==> config.mk <==
export PLATFORM = sky130hd
export DESIGN_NAME = cpu_top
export DESIGN_NICKNAME = d
export VERILOG_FILES = /design/src/hdl/cpu_pkg.sv /design/src/hdl/cpu_bus_master.sv /design/src/hdl/cpu_datapath.sv /design/src/hdl/cpu_control.sv /design/src/hdl/cpu_top.sv
export SDC_FILE = /design/constraint.sdc
export NUM_CORES = 1
export LEC_CHECK = 0
export ABC_AREA = 1
export BUFFER_PORTS_ARGS = -buffer_cell sky130_fd_sc_hd__buf_2
export CAP_MARGIN = 30
export CORE_MARGIN = 1
export CORE_UTILIZATION = 35
export CTS_CLUSTER_DIAMETER = 100
export DETAILED_ROUTE_END_ITERATION = 12
export PLACE_DENSITY = 0.54
export SLEW_MARGIN = 20
export SYNTH_ARGS = -nofsm -noshare
export SYNTH_HDL_FRONTEND = slang
export SYNTH_SLANG_ARGS = --single-unit
==> constraint.sdc <==
create_clock -name clk -period 7.6 [get_ports clk]
set_input_delay 0.38 -clock clk [delete_from_list [all_inputs] [get_ports clk]]
set_output_delay 0.38 -clock clk [all_outputs]
set_load 0.01 [all_outputs]
==> src/hdl/cpu_pkg.sv <==
package cpu_pkg;

    // defaults for the top parameters, the typedefs below are sized from these
    localparam int DATA_W  = 16;
    localparam int ADDR_W  = 6;
    localparam int FIELD_W = 3;

    typedef logic [DATA_W-1:0]  data_t;
    typedef logic [ADDR_W-1:0]  addr_t;
    typedef logic [FIELD_W-1:0] field_addr_t;

    // opcode values not listed here execute as no-ops
    typedef enum logic [3:0] {
        OP_MOV  = 4'd0,
        OP_ADD  = 4'd1,
        OP_SUB  = 4'd2,
        OP_MUL  = 4'd3,
        OP_IN   = 4'd7,
        OP_OUT  = 4'd8,
        OP_STOP = 4'd15
    } opcode_e;

    typedef struct packed {
        logic        ind;   // set: the addressed word is a pointer
        field_addr_t addr;
    } operand_t;

    typedef struct packed {
        opcode_e  opcode;
        operand_t a;
        operand_t b;
        operand_t c;
    } instr_t;

    typedef enum logic [1:0] {
        ALU_ADD,
        ALU_SUB,
        ALU_MUL
    } alu_op_e;

    typedef enum logic [4:0] {
        S_INIT,
        S_FETCH,
        S_FETCH_WAIT,
        S_DECODE,
        S_IMM,
        S_IMM_WAIT,
        S_RD_A,
        S_RD_A_WAIT,
        S_RD_A_PTR,
        S_RD_A_PTR_WAIT,
        S_RD_B,
        S_RD_B_WAIT,
        S_RD_B_PTR,
        S_RD_B_PTR_WAIT,
        S_RD_C,
        S_RD_C_WAIT,
        S_RD_C_PTR,
        S_RD_C_PTR_WAIT,
        S_EXEC,
        S_WR_A_PTR,         // fetch the pointer word of an indirect destination
        S_WR_A_PTR_WAIT,
        S_WR_A,
        S_WR_A_WAIT,
        S_OUT,
        S_HALT
    } state_e;

    typedef struct packed {
        logic  we;
        addr_t addr;
        data_t data;
    } mem_cmd_t;

    typedef struct packed {
        logic  cyc;
        logic  stb;
        logic  we;
        addr_t adr;
        data_t dat_w;
    } wb_req_t;

    typedef struct packed {
        logic  ack;
        data_t dat_r;
    } wb_rsp_t;

    typedef enum logic [2:0] {
        AS_PC,
        AS_FIELD_A,
        AS_FIELD_B,
        AS_FIELD_C,
        AS_POINTER
    } addr_sel_e;

    typedef enum logic [1:0] {
        WD_IN,
        WD_OPB,
        WD_IMM,
        WD_RESULT
    } wdata_sel_e;

    typedef struct packed {
        logic       pc_init;
        logic       pc_inc;
        logic       ir_ld;
        logic       imm_ld;
        logic       opb_ld;
        logic       opc_ld;
        logic       opa_ld;
        logic       res_ld;
        logic       out_ld;
        logic       mem_we;     // write flag of the command being issued
        alu_op_e    alu_op;
        addr_sel_e  addr_sel;
        wdata_sel_e wdata_sel;
    } dp_ctrl_t;

endpackage

==> src/hdl/cpu_bus_master.sv <==
`timescale 1ns/1ps

module cpu_bus_master #(
    parameter int ADDR_WIDTH = 6,
    parameter int DATA_WIDTH = 16
) (
    input  logic               clk,
    input  logic               rst_n,
    input  logic               cmd_valid,
    input  cpu_pkg::mem_cmd_t  cmd,
    output logic               cmd_done,
    output cpu_pkg::data_t     rd_data,
    output cpu_pkg::wb_req_t   wb_req,
    input  cpu_pkg::wb_rsp_t   wb_rsp
);

    logic                  cyc_q;     // also the busy flag, one transfer at a time
    logic                  we_q;
    logic                  done_q;
    logic [ADDR_WIDTH-1:0] adr_q;
    logic [DATA_WIDTH-1:0] dat_w_q;
    logic [DATA_WIDTH-1:0] dat_r_q;
    logic                  start;
    logic                  finish;

    assign start  = !cyc_q && cmd_valid;
    assign finish = cyc_q && wb_rsp.ack;

    always_ff @(posedge clk or negedge rst_n) begin
        if (!rst_n) begin
            cyc_q  <= 1'b0;
            we_q   <= 1'b0;
            done_q <= 1'b0;
        end else begin
            done_q <= finish;     // cmd_done trails the ack by one cycle
            if (finish) begin
                cyc_q <= 1'b0;
                we_q  <= 1'b0;
            end else if (start) begin
                cyc_q <= 1'b1;
                we_q  <= cmd.we;
            end
        end
    end

    // address and data are held for the whole cycle
    always_ff @(posedge clk) begin
        if (start) begin
            adr_q   <= cmd.addr;
            dat_w_q <= cmd.data;
        end
        // keep the last read word, writes leave it alone
        if (finish && !we_q) begin
            dat_r_q <= wb_rsp.dat_r;
        end
    end

    always_comb begin
        wb_req.cyc   = cyc_q;
        wb_req.stb   = cyc_q;
        wb_req.we    = we_q;
        wb_req.adr   = adr_q;
        wb_req.dat_w = dat_w_q;
    end

    assign cmd_done = done_q;
    assign rd_data  = dat_r_q;

endmodule

==> src/hdl/cpu_datapath.sv <==
`timescale 1ns/1ps

module cpu_datapath #(
    parameter int ADDR_WIDTH = 6,
    parameter int DATA_WIDTH = 16,
    parameter int START_PC   = 8
) (
    input  logic               clk,
    input  logic               rst_n,
    input  cpu_pkg::dp_ctrl_t  ctrl,
    input  cpu_pkg::data_t     rd_data,
    input  cpu_pkg::data_t     in_data,
    output cpu_pkg::instr_t    instr,
    output cpu_pkg::mem_cmd_t  mem_cmd,
    output cpu_pkg::data_t     out_data,
    output logic               out_valid
);

    cpu_pkg::addr_t  pc;
    cpu_pkg::instr_t ir;
    cpu_pkg::data_t  imm;
    cpu_pkg::data_t  opa;
    cpu_pkg::data_t  opb;
    cpu_pkg::data_t  opc;
    cpu_pkg::data_t  result;
    cpu_pkg::data_t  out_q;
    logic            out_valid_q;

    logic [2*DATA_WIDTH-1:0] product;
    logic [DATA_WIDTH-1:0]   alu_y;
    logic [ADDR_WIDTH-1:0]   pointer;   // low bits of the pointer word just read

    always_ff @(posedge clk or negedge rst_n) begin
        if (!rst_n) begin
            pc          <= '0;
            out_q       <= '0;
            out_valid_q <= 1'b0;
        end else begin
            if (ctrl.pc_init) begin
                pc <= cpu_pkg::addr_t'(START_PC);
            end else if (ctrl.pc_inc) begin
                pc <= pc + 1'b1;
            end
            if (ctrl.out_ld) begin
                out_q <= opa;
            end
            out_valid_q <= ctrl.out_ld;   // pulse lines up with the new out_q
        end
    end

    // instruction, immediate and operands all come from the bus read data
    always_ff @(posedge clk) begin
        if (ctrl.ir_ld) begin
            ir <= cpu_pkg::instr_t'(rd_data);
        end
        if (ctrl.imm_ld) begin
            imm <= rd_data;
        end
        if (ctrl.opa_ld) begin
            opa <= rd_data;
        end
        if (ctrl.opb_ld) begin
            opb <= rd_data;
        end
        if (ctrl.opc_ld) begin
            opc <= rd_data;
        end
        if (ctrl.res_ld) begin
            result <= alu_y;
        end
    end

    // alu, results wrap modulo 2^DATA_WIDTH
    always_comb begin
        product = opb * opc;
        case (ctrl.alu_op)
            cpu_pkg::ALU_ADD: alu_y = opb + opc;
            cpu_pkg::ALU_SUB: alu_y = opb - opc;
            cpu_pkg::ALU_MUL: alu_y = product[DATA_WIDTH-1:0];  // low half only
            default:          alu_y = opb + opc;
        endcase
    end

    assign pointer = rd_data[ADDR_WIDTH-1:0];

    always_comb begin
        mem_cmd.we = ctrl.mem_we;
        case (ctrl.addr_sel)
            cpu_pkg::AS_PC:      mem_cmd.addr = pc;
            cpu_pkg::AS_FIELD_A: mem_cmd.addr = cpu_pkg::addr_t'(ir.a.addr);
            cpu_pkg::AS_FIELD_B: mem_cmd.addr = cpu_pkg::addr_t'(ir.b.addr);
            cpu_pkg::AS_FIELD_C: mem_cmd.addr = cpu_pkg::addr_t'(ir.c.addr);
            cpu_pkg::AS_POINTER: mem_cmd.addr = pointer;
            default:             mem_cmd.addr = pc;
        endcase
        case (ctrl.wdata_sel)
            cpu_pkg::WD_IN:     mem_cmd.data = in_data;
            cpu_pkg::WD_OPB:    mem_cmd.data = opb;
            cpu_pkg::WD_IMM:    mem_cmd.data = imm;
            cpu_pkg::WD_RESULT: mem_cmd.data = result;
            default:            mem_cmd.data = result;
        endcase
    end

    assign instr     = ir;
    assign out_data  = out_q;
    assign out_valid = out_valid_q;

endmodule

==> src/hdl/cpu_control.sv <==
`timescale 1ns/1ps

module cpu_control (
    input  logic               clk,
    input  logic               rst_n,
    input  cpu_pkg::instr_t    instr,
    input  logic               cmd_done,
    output logic               cmd_valid,
    output cpu_pkg::dp_ctrl_t  ctrl,
    output logic               halted
);

    cpu_pkg::state_e state;
    cpu_pkg::state_e state_n;
    cpu_pkg::state_e wr_entry;    // first state of the write-back of a
    cpu_pkg::state_e after_b;

    assign wr_entry = instr.a.ind ? cpu_pkg::S_WR_A_PTR : cpu_pkg::S_WR_A;
    assign after_b  = (instr.opcode == cpu_pkg::OP_MOV) ? wr_entry : cpu_pkg::S_RD_C;

    always_ff @(posedge clk or negedge rst_n) begin
        if (!rst_n) begin
            state <= cpu_pkg::S_INIT;
        end else begin
            state <= state_n;
        end
    end

    always_comb begin
        state_n   = state;
        cmd_valid = 1'b0;
        ctrl      = '0;

        // operation selects follow the opcode, only the load strobes are per state
        case (instr.opcode)
            cpu_pkg::OP_SUB: ctrl.alu_op = cpu_pkg::ALU_SUB;
            cpu_pkg::OP_MUL: ctrl.alu_op = cpu_pkg::ALU_MUL;
            default:         ctrl.alu_op = cpu_pkg::ALU_ADD;
        endcase
        case (instr.opcode)
            cpu_pkg::OP_IN:  ctrl.wdata_sel = cpu_pkg::WD_IN;
            cpu_pkg::OP_MOV: ctrl.wdata_sel = instr.c.ind ? cpu_pkg::WD_IMM : cpu_pkg::WD_OPB;
            default:         ctrl.wdata_sel = cpu_pkg::WD_RESULT;
        endcase

        case (state)
            cpu_pkg::S_INIT: begin
                ctrl.pc_init = 1'b1;
                state_n      = cpu_pkg::S_FETCH;
            end
            cpu_pkg::S_FETCH, cpu_pkg::S_IMM: begin
                cmd_valid     = 1'b1;
                ctrl.addr_sel = cpu_pkg::AS_PC;
                ctrl.pc_inc   = 1'b1;
                state_n = (state == cpu_pkg::S_FETCH) ? cpu_pkg::S_FETCH_WAIT
                                                      : cpu_pkg::S_IMM_WAIT;
            end
            cpu_pkg::S_FETCH_WAIT: begin
                if (cmd_done) begin
                    ctrl.ir_ld = 1'b1;
                    state_n    = cpu_pkg::S_DECODE;
                end
            end
            cpu_pkg::S_DECODE: begin
                case (instr.opcode)
                    cpu_pkg::OP_MOV: begin
                        state_n = instr.c.ind ? cpu_pkg::S_IMM : cpu_pkg::S_RD_B;
                    end
                    cpu_pkg::OP_ADD, cpu_pkg::OP_SUB, cpu_pkg::OP_MUL: begin
                        state_n = cpu_pkg::S_RD_B;
                    end
                    cpu_pkg::OP_IN:   state_n = wr_entry;
                    cpu_pkg::OP_OUT:  state_n = cpu_pkg::S_RD_A;
                    cpu_pkg::OP_STOP: state_n = cpu_pkg::S_HALT;
                    default:          state_n = cpu_pkg::S_FETCH;   // no-op
                endcase
            end
            cpu_pkg::S_IMM_WAIT: begin
                if (cmd_done) begin
                    ctrl.imm_ld = 1'b1;
                    state_n     = wr_entry;
                end
            end

            // operand a, read only by OUT
            cpu_pkg::S_RD_A: begin
                cmd_valid     = 1'b1;
                ctrl.addr_sel = cpu_pkg::AS_FIELD_A;
                state_n       = cpu_pkg::S_RD_A_WAIT;
            end
            cpu_pkg::S_RD_A_WAIT: begin
                if (cmd_done) begin
                    if (instr.a.ind) begin
                        state_n = cpu_pkg::S_RD_A_PTR;
                    end else begin
                        ctrl.opa_ld = 1'b1;
                        state_n     = cpu_pkg::S_OUT;
                    end
                end
            end
            cpu_pkg::S_RD_A_PTR, cpu_pkg::S_RD_B_PTR, cpu_pkg::S_RD_C_PTR: begin
                cmd_valid     = 1'b1;
                ctrl.addr_sel = cpu_pkg::AS_POINTER;  // pointer word is still in rd_data
                state_n       = cpu_pkg::state_e'(state + 1'b1);
            end
            cpu_pkg::S_RD_A_PTR_WAIT: begin
                if (cmd_done) begin
                    ctrl.opa_ld = 1'b1;
                    state_n     = cpu_pkg::S_OUT;
                end
            end

            cpu_pkg::S_RD_B: begin
                cmd_valid     = 1'b1;
                ctrl.addr_sel = cpu_pkg::AS_FIELD_B;
                state_n       = cpu_pkg::S_RD_B_WAIT;
            end
            cpu_pkg::S_RD_B_WAIT: begin
                if (cmd_done) begin
                    if (instr.b.ind) begin
                        state_n = cpu_pkg::S_RD_B_PTR;
                    end else begin
                        ctrl.opb_ld = 1'b1;
                        state_n     = after_b;
                    end
                end
            end
            cpu_pkg::S_RD_B_PTR_WAIT: begin
                if (cmd_done) begin
                    ctrl.opb_ld = 1'b1;
                    state_n     = after_b;
                end
            end

            cpu_pkg::S_RD_C: begin
                cmd_valid     = 1'b1;
                ctrl.addr_sel = cpu_pkg::AS_FIELD_C;
                state_n       = cpu_pkg::S_RD_C_WAIT;
            end
            cpu_pkg::S_RD_C_WAIT: begin
                if (cmd_done) begin
                    if (instr.c.ind) begin
                        state_n = cpu_pkg::S_RD_C_PTR;
                    end else begin
                        ctrl.opc_ld = 1'b1;
                        state_n     = cpu_pkg::S_EXEC;
                    end
                end
            end
            cpu_pkg::S_RD_C_PTR_WAIT: begin
                if (cmd_done) begin
                    ctrl.opc_ld = 1'b1;
                    state_n     = cpu_pkg::S_EXEC;
                end
            end
            cpu_pkg::S_EXEC: begin
                ctrl.res_ld = 1'b1;
                state_n     = wr_entry;
            end

            cpu_pkg::S_WR_A_PTR: begin
                cmd_valid     = 1'b1;
                ctrl.addr_sel = cpu_pkg::AS_FIELD_A;
                state_n       = cpu_pkg::S_WR_A_PTR_WAIT;
            end
            cpu_pkg::S_WR_A_PTR_WAIT: begin
                if (cmd_done) begin
                    state_n = cpu_pkg::S_WR_A;
                end
            end
            cpu_pkg::S_WR_A: begin
                cmd_valid     = 1'b1;
                ctrl.mem_we   = 1'b1;
                ctrl.addr_sel = instr.a.ind ? cpu_pkg::AS_POINTER : cpu_pkg::AS_FIELD_A;
                state_n       = cpu_pkg::S_WR_A_WAIT;
            end
            cpu_pkg::S_WR_A_WAIT: begin
                if (cmd_done) begin
                    state_n = cpu_pkg::S_FETCH;
                end
            end
            cpu_pkg::S_OUT: begin
                ctrl.out_ld = 1'b1;
                state_n     = cpu_pkg::S_FETCH;
            end
            cpu_pkg::S_HALT: begin
                state_n = cpu_pkg::S_HALT;   // no way out except reset
            end
            default: state_n = cpu_pkg::S_INIT;
        endcase
    end

    assign halted = (state == cpu_pkg::S_HALT);

endmodule

==> src/hdl/cpu_top.sv <==
`timescale 1ns/1ps

module cpu_top #(
    parameter int ADDR_WIDTH = cpu_pkg::ADDR_W,
    parameter int DATA_WIDTH = cpu_pkg::DATA_W,
    parameter int START_PC   = 8
) (
    input  logic              clk,
    input  logic              rst_n,
    output cpu_pkg::wb_req_t  wb_req,
    input  cpu_pkg::wb_rsp_t  wb_rsp,
    input  cpu_pkg::data_t    in_data,
    output cpu_pkg::data_t    out_data,
    output logic              out_valid,
    output logic              halted
);

    logic              cmd_valid;
    logic              cmd_done;
    cpu_pkg::mem_cmd_t mem_cmd;
    cpu_pkg::data_t    rd_data;
    cpu_pkg::dp_ctrl_t ctrl;
    cpu_pkg::instr_t   instr;

    // memory side, one wishbone transfer per command
    cpu_bus_master #(
        .ADDR_WIDTH(ADDR_WIDTH),
        .DATA_WIDTH(DATA_WIDTH)
    ) u_bus_master (
        .clk       (clk),
        .rst_n     (rst_n),
        .cmd_valid (cmd_valid),
        .cmd       (mem_cmd),
        .cmd_done  (cmd_done),
        .rd_data   (rd_data),
        .wb_req    (wb_req),
        .wb_rsp    (wb_rsp)
    );

    cpu_control u_control (
        .clk       (clk),
        .rst_n     (rst_n),
        .instr     (instr),
        .cmd_done  (cmd_done),
        .cmd_valid (cmd_valid),
        .ctrl      (ctrl),
        .halted    (halted)
    );

    cpu_datapath #(
        .ADDR_WIDTH(ADDR_WIDTH),
        .DATA_WIDTH(DATA_WIDTH),
        .START_PC  (START_PC)
    ) u_datapath (
        .clk       (clk),
        .rst_n     (rst_n),
        .ctrl      (ctrl),
        .rd_data   (rd_data),
        .in_data   (in_data),
        .instr     (instr),
        .mem_cmd   (mem_cmd),
        .out_data  (out_data),
        .out_valid (out_valid)
    );

endmodule

==> impl_metrics.ini <==
[cts]
clockBufferDepth = 2
clock-sinks = 165
postCtsHoldBufs = 0
post_cts_buffers = 0
htree_levels = 4
cts_tree = done
cts-resized-gates = 0
clk_pin_slew_ns = 0.07
cts_inserted_buffers = 17
clkLatencyLatePin_ns = 0.43
clock-root-buffer = clkbuf_16

[finish]
nFillCells = 3492
final_cell_mix = nand2_1, inv_1, edfxtp_1, fa_1, buf_2
fin_cells = 1952
layout.area.seq_mm2 = 0.00480
drive_gt1_share_pct = 10.2
fin_nets = 1679
syn2layout_area_growth_pct = 12.2
multi_input_area_mm2 = 0.00604
diodes = 0
layout_commonest_cell = nand2_1

[floorplan]
start_util_pct = 36.0
die-width_um = 189
io_pins = 78
die_h_um = 189
dieArea_mm2 = 0.0356
rows = 67
core_area_mm2 = 0.0339

[placement]
hpwlAfterDp_um = 26000
portBuffers = 77
gp_congestion = 0.911
placed_cells = 1919

[timing]
finalHoldViolations = 0
fin_skew_ns = 0.00924
slew_headroom_pct = 35.7
setup_viol = 0
finalSetupTns_ns = 0
period_share_pct = 75.6
timing.fmax_mhz = 174
worst_pin_slew_ns = 0.963
rsz0062_at_grt = no
fin_crit_ns = 5.75
drv_slew = 0

[synthesis]
syn_area_per_cell_um2 = 8.56
yosysWarnings = 0
ys_ff_latch = 165
synth_edf_count = 134
ys_types = 51
synth_area_mm2 = 0.0122
async_flop_share_pct = 18.8
synthCells = 1424
syn_nets = 1612
ys_seq_area_share_pct = 39.4
synth_flop_cell = edfxtp_1

[critical_path]
critical_path_peak_fanout = 18
end_kind = flop
cpPeakStageDelay_ns = 0.82
crit_top_cell = fa_1
r2r_cells = 18
startpoint = u_datapath.opc[1]
slowest_stage = edfxtp_1
r2r_slack_ns = 1.85
cp_top_family = adder cells
critPathKind = reg2reg
path_buf_inv = 5
critPathRequiredTime_ns = 7.77
cp-start-kind = flop
r2r-end = u_datapath.result[14]
worstPathCellList = nand2_1, fa_1, fa_1, fa_1, fa_1, inv_1, fa_1, inv_1, fa_1, inv_1, ha_1, inv_1, o21ai_0, inv_1, o2111ai_1, a21oi_1, o21ai_0, o21ai_0
worstReg2RegStart = u_datapath.opc[1]
cp.arrival_ns = 5.92

[routing]
wl_met2_um = 16400
wl_met3_um = 1350
drt-initial-drc-count = 567
ant_nets = 0
drt-met1-wl_um = 15200
highest_layer = met4
dr.pass1.iters = 6
via_per_inst = 4.84
routed_wl_um = 34000
post_drt_wl_per_cell_um = 17.4
drc = 0
num_vias = 9448

[power]
p_seq_share_pct = 38.6
p_leak_uw = 0.00684
peakVddDrop_v = 0.000293
powerDensity_mw_per_mm2 = 250
p_switching_uw = 1290
clockPowerShare_pct = 26.8
p_total_uw = 3420
p_int_uw = 2130
switching_share_pct = 37.6
p_comb_share_pct = 34.6

[global_route]
grt_pass1_vias = 9495
overflow = 0
antenna_found_initial = 0
grt_max_degree = 32
grt_pass1_wl_um = 53300
track_usage_pct = 19.8

[status]
status = complete, no violations

[job]
cap_violations = 0

[min_path]
hp-class = in2async
[worst max path at each step]
stage                     depth (start not counted)  slack [ns]                     to
after floorplan                                  20        2.24  u_datapath.result[14]
after CTS                                        18        1.80  u_datapath.result[14]
after detailed placement                         18        1.81  u_datapath.result[14]
final                                            18        1.85  u_datapath.result[14]
after global placement                           18        1.84  u_datapath.result[14]
after global routing                             18        1.50  u_datapath.result[14]
[synthesized netlist by cell type (3+ instances only)]
cell type / count / share of area, %
nand2_1: 425 / 13
inv_1: 296 / 9.1
edfxtp_1: 134 / 33
fa_1: 81 / 13
ha_1: 72 / 7.4
nor2_1: 60 / 1.8
nand3_1: 57 / 2.3
o21ai_0: 42 / 1.7
a21oi_1: 36 / 1.5
dfrtp_1: 31 / 6.4
nand4_1: 28 / 1.4
clkbuf_1: 19 / 0.58
xor2_1: 19 / 1.4
buf_2: 16 / 0.66
nor3_1: 11 / 0.45
xnor2_1: 10 / 0.72
o22ai_1: 9 / 0.46
inv_2: 8 / 0.25
nand3b_1: 6 / 0.37
nor4_1: 6 / 0.31
buf_4: 4 / 0.25
nand2_2: 4 / 0.21
nor2_2: 4 / 0.21
o211ai_1: 4 / 0.25
a211oi_1: 3 / 0.18
a21boi_0: 3 / 0.18
a31oi_1: 3 / 0.15
buf_1: 3 / 0.092
o21ai_1: 3 / 0.12
[power groups by stage]
stage                     registers, uW  logic [uW]  clock network (uW)
after floorplan                    1330         778                   0
after global placement             1340        1180                   0
after detailed placement           1340        1190                   0
after CTS                          1320        1190                 936
after global routing               1340        1340                 968
final                              1320        1180                 917
[metal layers]
layer,track usage [%],up-vias
met4,6.39,0
met5,0,-
met1,26.2,4539
li1,-,4594
met3,2.46,52
met2,33.6,263
[through the flow]
| step | setup WS [ns] | hold WS (ns) | utilization [%] | area (um^2) |
|---|---|---|---|---|
| finish | 1.85 | 0.0307 | 40.4 | 13700 |
| global route | 1.50 | 0.0818 | 40.4 | 13700 |
| CTS | 1.80 | 0.0469 | 40.4 | 13700 |
| detailed placement | 1.81 | 0.434 | 38.5 | 13000 |
| global placement | 1.84 | 0.431 | 38.5 | 13000 |
| floorplan | 2.24 | 0.0844 | - | 12200 |
[sequential cells by signal, indices dropped and copies added, names as in the netlist]
register	cells
u_datapath.result	16
u_datapath.imm	16
u_datapath.out_data	16
u_datapath.pc	6
u_bus_master.rd_data	16
u_datapath.out_valid	1
u_bus_master.adr_q	6
u_datapath.opa	16
u_control.state	5
u_bus_master.cyc_q	1
u_bus_master.dat_w_q	16
u_bus_master.cmd_done	1
u_datapath.opb	16
u_datapath.instr	16
u_bus_master.we_q	1
u_datapath.opc	16
[cell families (layout without fill, tap and decap cells)]
kind of cell | Yosys count | after routing | share of synthesized area, %
xor+xnor | 29 | 29 | 2.08
flops | 165 | 165 | 39.4
fa+ha+maj | 153 | 153 | 20.7
simple gates | 611 | 611 | 21.2
buf+inv | 350 | 430 | 11.1
compound gates | 116 | 116 | 5.59
[final cells by class]
cell class | instances | area share (%)
multi-input combinational | 909 | 44.2
sequential | 165 | 35.1
inverter | 306 | 8.41
tap | 448 | 4.10
timing repair buffer | 92 | 3.69
clock buffer | 18 | 3.14
clock inverter | 14 | 1.42
No activity file was read; power rests on OpenSTA's default activity.
